==> src/bypass_defs.svh <==
// Specifier width, bypass select width, select bit positions, link register number
`ifndef BYPASS_DEFS_SVH
`define BYPASS_DEFS_SVH

// ---------------------------------------------------------------------------
// Widths
// ---------------------------------------------------------------------------

// Architectural register specifier for 32 registers
`define SPEC_W 5

// One-hot bypass mux control with one line per source
`define SEL_W 5

// ---------------------------------------------------------------------------
// Bypass select bit positions where the higher bit wins
// ---------------------------------------------------------------------------
`define SEL_NONE 0
`define SEL_AMEM 1
`define SEL_BMEM 2
`define SEL_AEX  3
`define SEL_BEX  4

// Written by jump-and-link on the A side
`define LINK_REG 31

`endif
==> src/bypassPkg.sv <==
// Register specifier and bypass select vector types
`include "bypass_defs.svh"

package bypassPkg;

  // Architectural register number of RS/RT/RD fields and destinations
  typedef logic [`SPEC_W-1:0] regSpec_t;

  // One-hot bypass mux control
  // Bit order follows the SEL_* positions
  typedef logic [`SEL_W-1:0] bypassSel_t;

endpackage

==> src/bypassSpec.sv <==
// Top of the dual-issue bypass control with two decoders, two pipes and two selectors
`timescale 1ns/1ps

module bypassSpec (
  input  logic                  phi1,
  input  logic                  rst,
  input  logic                  stall,
  input  bypassPkg::regSpec_t   aRsSpec,
  input  bypassPkg::regSpec_t   aRtSpec,
  input  bypassPkg::regSpec_t   aRdSpec,
  input  bypassPkg::regSpec_t   bRtSpec,
  input  bypassPkg::regSpec_t   bRdSpec,
  input  logic                  aDestIsRd,
  input  logic                  aDestIsRt,
  input  logic                  aDestIsLink,
  input  logic                  bDestIsRd,
  input  logic                  bDestIsRt,
  input  logic                  bIsLoad,
  input  logic                  aKill,
  input  logic                  bKill,
  input  logic                  aIgnore,
  input  logic                  bIgnore,
  input  logic                  except,
  output bypassPkg::bypassSel_t sBypassSel,
  output bypassPkg::bypassSel_t tBypassSel,
  output logic                  sBypassLoad,
  output logic                  tBypassLoad,
  output logic                  aMemLatchEn,
  output logic                  bMemLatchEn,
  output bypassPkg::regSpec_t   aWbSpec,
  output logic                  aWbValid,
  output bypassPkg::regSpec_t   bWbSpec,
  output logic                  bWbValid,
  output logic                  bWbLoad
);

  import bypassPkg::*;

  // EX and MEM destinations of both sides
  regSpec_t aExDest;
  logic     aExValid;
  regSpec_t bExDest;
  logic     bExValid;
  regSpec_t aMemDest;
  logic     aMemValid;
  regSpec_t bMemDest;
  logic     bMemValid;

  // ---------------------------------------------------------------------------
  // Destination decode where only the A side has the link register
  // ---------------------------------------------------------------------------
  destDecode #(.hasLink(1'b1)) aDecode (
    .phi1(phi1), .rst(rst), .stall(stall),
    .rtSpec(aRtSpec), .rdSpec(aRdSpec),
    .destIsRd(aDestIsRd), .destIsRt(aDestIsRt), .destIsLink(aDestIsLink),
    .kill(aKill), .except(except),
    .exDest(aExDest), .exValid(aExValid)
  );

  destDecode bDecode (
    .phi1(phi1), .rst(rst), .stall(stall),
    .rtSpec(bRtSpec), .rdSpec(bRdSpec),
    .destIsRd(bDestIsRd), .destIsRt(bDestIsRt), .destIsLink(1'b0),
    .kill(bKill), .except(except),
    .exDest(bExDest), .exValid(bExValid)
  );

  // ---------------------------------------------------------------------------
  // MEM and WB chains where loads only issue on B
  // ---------------------------------------------------------------------------
  destPipe aPipe (
    .phi1(phi1), .rst(rst), .stall(stall),
    .exDest(aExDest), .exValid(aExValid), .isLoad(1'b0),
    .ignore(aIgnore), .except(except),
    .memDest(aMemDest), .memValid(aMemValid), .memLoad(),
    .wbDest(aWbSpec), .wbValid(aWbValid), .wbLoad(),
    .memLatchEn(aMemLatchEn)
  );

  destPipe #(.hasLoad(1'b1)) bPipe (
    .phi1(phi1), .rst(rst), .stall(stall),
    .exDest(bExDest), .exValid(bExValid), .isLoad(bIsLoad),
    .ignore(bIgnore), .except(except),
    .memDest(bMemDest), .memValid(bMemValid), .memLoad(),
    .wbDest(bWbSpec), .wbValid(bWbValid), .wbLoad(bWbLoad),
    .memLatchEn(bMemLatchEn)
  );

  // ---------------------------------------------------------------------------
  // Bypass selects for the A side S and T operands
  // ---------------------------------------------------------------------------
  bypassSelect sSelect (
    .phi1(phi1), .rst(rst), .stall(stall), .srcSpec(aRsSpec),
    .aExDest(aExDest), .aExValid(aExValid), .bExDest(bExDest), .bExValid(bExValid),
    .aMemDest(aMemDest), .aMemValid(aMemValid),
    .bMemDest(bMemDest), .bMemValid(bMemValid),
    .bWbLoad(bWbLoad), .bWbValid(bWbValid), .aKill(aKill),
    .bypassSel(sBypassSel), .bypassLoad(sBypassLoad)
  );

  bypassSelect tSelect (
    .phi1(phi1), .rst(rst), .stall(stall), .srcSpec(aRtSpec),
    .aExDest(aExDest), .aExValid(aExValid), .bExDest(bExDest), .bExValid(bExValid),
    .aMemDest(aMemDest), .aMemValid(aMemValid),
    .bMemDest(bMemDest), .bMemValid(bMemValid),
    .bWbLoad(bWbLoad), .bWbValid(bWbValid), .aKill(aKill),
    .bypassSel(tBypassSel), .bypassLoad(tBypassLoad)
  );

endmodule

==> src/bypassSelect.sv <==
// Source-to-destination compares, priority encoder, registered select, load bypass
`timescale 1ns/1ps
`include "bypass_defs.svh"

module bypassSelect (
  input  logic                  phi1,
  input  logic                  rst,
  input  logic                  stall,
  input  bypassPkg::regSpec_t   srcSpec,
  input  bypassPkg::regSpec_t   aExDest,
  input  logic                  aExValid,
  input  bypassPkg::regSpec_t   bExDest,
  input  logic                  bExValid,
  input  bypassPkg::regSpec_t   aMemDest,
  input  logic                  aMemValid,
  input  bypassPkg::regSpec_t   bMemDest,
  input  logic                  bMemValid,
  input  logic                  bWbLoad,
  input  logic                  bWbValid,
  input  logic                  aKill,
  output bypassPkg::bypassSel_t bypassSel,
  output logic                  bypassLoad
);

  import bypassPkg::*;

  localparam bypassSel_t selNoneOnly = bypassSel_t'(1) << `SEL_NONE;

  // Raw matches are not one-hot
  bypassSel_t hit;
  bypassSel_t selNext;

  // ---------------------------------------------------------------------------
  // Compares against the four in-flight destinations
  // ---------------------------------------------------------------------------
  // No-bypass line always hits and only wins when nothing newer does
  assign hit[`SEL_NONE] = 1'b1;
  assign hit[`SEL_AMEM] = aMemValid && (srcSpec == aMemDest);
  assign hit[`SEL_BMEM] = bMemValid && (srcSpec == bMemDest);
  assign hit[`SEL_AEX]  = aExValid && (srcSpec == aExDest);
  assign hit[`SEL_BEX]  = bExValid && (srcSpec == bExDest);

  // Newest first, B after A in program order so B wins
  // A hit survives only when no higher bit hits
  always_comb begin
    for (int i = 0; i < `SEL_W; i++) begin
      selNext[i] = hit[i] && ((hit >> (i + 1)) == '0);
    end
  end

  // Select drives the EX bypass mux in the next cycle
  always_ff @(posedge phi1) begin
    if (rst) begin
      bypassSel <= selNoneOnly;
    end else if (!stall) begin
      bypassSel <= selNext;
    end
  end

  // B MEM producer has moved on to WB by now
  // Load data comes off the fast path instead of the result bus
  assign bypassLoad = bypassSel[`SEL_BMEM] && bWbLoad && bWbValid && !aKill;

  selOneHot: assert property (
    @(posedge phi1) disable iff (rst)
    $onehot(bypassSel)
  );

endmodule

==> src/destPipe.sv <==
// MEM and WB destination registers, valid qualification and MEM latch enable
`timescale 1ns/1ps

module destPipe #(
  parameter bit hasLoad = 1'b0
) (
  input  logic                phi1,
  input  logic                rst,
  input  logic                stall,
  input  bypassPkg::regSpec_t exDest,
  input  logic                exValid,
  input  logic                isLoad,
  input  logic                ignore,
  input  logic                except,
  output bypassPkg::regSpec_t memDest,
  output logic                memValid,
  output logic                memLoad,
  output bypassPkg::regSpec_t wbDest,
  output logic                wbValid,
  output logic                wbLoad,
  output logic                memLatchEn
);

  import bypassPkg::*;

  // Load flag only exists on the B side
  logic exLoad;
  logic memValidNext;
  logic wbValidNext;

  assign exLoad = hasLoad && isLoad;

  // Ignore drops the A or B copy of a dual-issued instruction
  assign memValidNext = exValid && !ignore;

  // An exception in MEM stops the write back
  assign wbValidNext = memValid && !except;

  // ---------------------------------------------------------------------------
  // EX to MEM
  // ---------------------------------------------------------------------------
  always_ff @(posedge phi1) begin
    if (rst) begin
      memDest  <= regSpec_t'(0);
      memValid <= 1'b0;
      memLoad  <= 1'b0;
    end else if (!stall) begin
      memDest  <= exDest;
      memValid <= memValidNext;
      memLoad  <= exLoad;
    end
  end

  // ---------------------------------------------------------------------------
  // MEM to WB
  // ---------------------------------------------------------------------------
  always_ff @(posedge phi1) begin
    if (rst) begin
      wbDest  <= regSpec_t'(0);
      wbValid <= 1'b0;
      wbLoad  <= 1'b0;
    end else if (!stall) begin
      wbDest  <= memDest;
      wbValid <= wbValidNext;
      wbLoad  <= memLoad;
    end
  end

  // Datapath MEM latches only toggle for a live result
  assign memLatchEn = memValid && !stall;

  // r0 qualification in EX has to hold all the way to WB
  validNonZero: assert property (
    @(posedge phi1) disable iff (rst)
    (memValid |-> memDest != '0) and (wbValid |-> wbDest != '0)
  );

endmodule

==> src/destDecode.sv <==
// RF-to-EX specifier registers, destination choice and EX valid for one issue side
`timescale 1ns/1ps
`include "bypass_defs.svh"

module destDecode #(
  parameter bit hasLink = 1'b0
) (
  input  logic                phi1,
  input  logic                rst,
  input  logic                stall,
  input  bypassPkg::regSpec_t rtSpec,
  input  bypassPkg::regSpec_t rdSpec,
  input  logic                destIsRd,
  input  logic                destIsRt,
  input  logic                destIsLink,
  input  logic                kill,
  input  logic                except,
  output bypassPkg::regSpec_t exDest,
  output logic                exValid
);

  import bypassPkg::*;

  // RT and RD fields of the instruction now in EX
  regSpec_t rtSpecEx;
  regSpec_t rdSpecEx;

  // Link choice is tied off on the B side
  logic     linkSel;
  logic     noDest;
  logic     destIsZero;

  // ---------------------------------------------------------------------------
  // RF to EX
  // ---------------------------------------------------------------------------
  always_ff @(posedge phi1) begin
    if (rst) begin
      rtSpecEx <= '0;
      rdSpecEx <= '0;
    end else if (!stall) begin
      rtSpecEx <= rtSpec;
      rdSpecEx <= rdSpec;
    end
  end

  // ---------------------------------------------------------------------------
  // Destination choice in EX
  // ---------------------------------------------------------------------------
  assign linkSel = hasLink && destIsLink;

  // Selects are one-hot, so the chain order is not a real priority
  always_comb begin
    if (destIsRd) begin
      exDest = rdSpecEx;
    end else if (destIsRt) begin
      exDest = rtSpecEx;
    end else if (linkSel) begin
      exDest = regSpec_t'(`LINK_REG);
    end else begin
      exDest = '0;
    end
  end

  // No write back when nothing is selected
  assign noDest     = !(destIsRd || destIsRt || linkSel);
  // Writes to r0 are dropped, so r0 never bypasses
  assign destIsZero = (exDest == '0);

  // Kill, r0 and exception all drop the write
  assign exValid = !(noDest || kill || destIsZero || except);

  // Decoder hands over at most one destination select
  destSelOneHot: assert property (
    @(posedge phi1) disable iff (rst)
    $onehot0({destIsRd, destIsRt, destIsLink})
  );

endmodule

==> config.mk <==
export PLATFORM = sky130hd
export DESIGN_NAME = bypassSpec
export DESIGN_NICKNAME = d
export VERILOG_FILES = /design/src/bypassPkg.sv /design/src/bypassSpec.sv /design/src/bypassSelect.sv /design/src/destPipe.sv /design/src/destDecode.sv
export VERILOG_INCLUDE_DIRS = /design/src
export SDC_FILE = /design/constraint.sdc
export NUM_CORES = 1
export LEC_CHECK = 0
export ABC_CLOCK_PERIOD_IN_PS = 2200
export BUFFER_PORTS_ARGS = -buffer_cell sky130_fd_sc_hd__buf_2
export CORE_MARGIN = 4
export CORE_UTILIZATION = 40
export DETAILED_ROUTE_END_ITERATION = 7
export SETUP_SLACK_MARGIN = 0.3
export SYNTH_ARGS = -nofsm -noshare
export SYNTH_HDL_FRONTEND = slang
export SYNTH_HIERARCHICAL = 1
export SYNTH_SLANG_ARGS = --single-unit
==> constraint.sdc <==
create_clock -name phi1 -period 2.2 [get_ports phi1]
set_clock_uncertainty 0.15 [all_clocks]
set_input_delay 0.44 -clock phi1 [delete_from_list [all_inputs] [get_ports phi1]]
set_output_delay 0.44 -clock phi1 [all_outputs]
set_load 0.005 [all_outputs]
==> metrics.txt <==
status=finished, final reports clean; placed cell area=0.00324 mm2; fmax=526 MHz; RSZ-0062 raised after global routing=true; crit path max fanout=5; Synth Net Count=335; vias in the first global route=2107; sequential cell area=0.00112 mm2; Area Overhead vs Synth=21.3%; Max Slew Vio Count=0; period utilization=0.863; Leak=0.00157 uW; fin nets=408; Design Area, Final=0.00339 mm2; Mapped Area=0.00280 mm2; share of layout cells above drive strength 1=0.279; Total Routed Length=6.46 mm; Worst Tran Pin Value=0.666 ns; crit-path max cell delay=0.35 ns; Multi-input gate area=0.00161 mm2; Core Box Area=0.00679 mm2; Die H=91.6 um; Largest delay share family, worst path=compound AO/OA/AOI/OAI gates; drt drc=0; largest net degree at the start of global routing=39; initial antenna violation count=0; Final Hold Fails=0; maximum VDD drop=0.000253 V; WL per Instance=13.9 um; Syn Area/Cell=9.45 um2; H-tree depth=2; pre-CTS setup slack=-0.0682 ns; DRT Pass-1 Iters=4; most frequent CP cell=buf_4; Power Density=579 mW/mm2; Buf/Inv on CP=3; Tmin final=1.90 ns; crit end category=flip-flop; post-synthesis cell count=296; relative slew slack=0.556; Post-Route Setup TNS=0 ns; row cnt=30; slowest stage cell, crit path=or3b_1; Startpoint Class=input pin; Antenna diodes=0; TritonCTS clock tree=done; Num CTS Buffers=5; Setup WS post-layout=0.300 ns; Final HPWL DP=4.87 mm; Reg clk slew, reported paths=0.10 ns; Via density=4.90; max_cap viols=0; # setup viols final=0; CTS Buffer Depth=2; Die X=91.6 um; crit path kind=in2reg; CTS Root Cell=clkbuf_8; gr usage total=0.156; WP data required=2.30 ns; DR iter-0 viols=79; Worst Path Arrival=2.00 ns; fillcell total=645; first-pass GRT wire length=10.7 mm; commonest non-fill, non-tap cell in the layout=buf_2; GR Overflow Total=0; Final ANT Viol Nets=0; Clock Latency Late Sink=0.31 ns; most frequent cells in the layout=63 x buf_2, 56 x dfxtp_1, 48 x nor2_1, 45 x mux2i_1, 32 x xor2_1; Die Footprint=0.00839 mm2; clock sinks=56; Vias=2278; I/O Buffers=65; crit path cell chain=buf_8 > buf_4 > nor3b_2 > o31ai_1 > o41a_1 > buf_4 > or3b_1 > a21oi_2; Starting Density=0.412; HP Class=in2reg; I/O Pins=66; CTS hold repair buffers=0; WHS=0.205 ns; routability cong.=0.872; Yosys warning count=6
## final cells by class
| class | count | share of cell area |
|---|---|---|
| multi-input cells | 227 | 0.475 |
| flip-flops and latches | 56 | 0.331 |
| clock buffers | 5 | 0.0203 |
| clock inverters | 2 | 0.00369 |
| well taps | 96 | 0.0354 |
| repair buffers | 79 | 0.135 |
## flip-flops by register name, indices dropped and copies added, names as in the netlist
signal             count
aPipe/memDest          5
aDecode/rtSpecEx       5
aPipe/wbDest           5
aPipe/wbValid          1
bPipe/wbValid          1
bDecode/rtSpecEx       5
bPipe/memDest          5
bDecode/rdSpecEx       5
tSelect/bypassSel      5
bPipe/memValid         1
aDecode/rdSpecEx       5
aPipe/memValid         1
bPipe/wbLoad           1
bPipe/memLoad          1
sSelect/bypassSel      5
bPipe/wbDest           5
## tightest hold or removal path: stages
cell     delay, ns
buf_2         0.07
mux2i_1       0.05
nor2_1        0.07
## layer usage
layer,up-vias,part of all wire,track usage
met3,7,0.057,0.0287
met2,64,0.46,0.242
li1,1174,-,-
met5,-,0,0
met1,1033,0.47,0.224
met4,0,0.014,0.0377
## timing repair
action	4_1_cts	5_1_grt
endpoints found under the hold margin	0	0
gates resized for setup	2	11
setup buffers	0	4
setup endpoints to repair	4	10
pin swaps	0	12
## final timing paths
path                        from                    to  slack (ns)  depth (start not counted)
min                   bRtSpec[4]   bDecode/rtSpecEx[4]        0.20                          3
min reg2reg        aPipe/wbValid         aPipe/wbValid        0.30                          2
max reg2reg  aDecode/rtSpecEx[1]  tSelect/bypassSel[2]        0.35                          7
max                    aDestIsRt        aPipe/memValid        0.30                          8
## where the power goes
part           leakage [uW]  internal, uW  switching [uW]
Clock             0.0000400           216             321
Sequential         0.000457          1050            28.9
Combinational       0.00107           157             187
Total               0.00157          1430             537
## stage by stage
step	utilization	instances	power, uW
2_1_floorplan	-	296	1310
3_3_place_gp	0.478	454	1430
3_5_place_dp	0.478	454	1440
4_1_cts	0.490	461	1970
5_1_grt	0.499	465	2070
6_report	0.499	465	1960
Power figures use the tool's default switching activity.
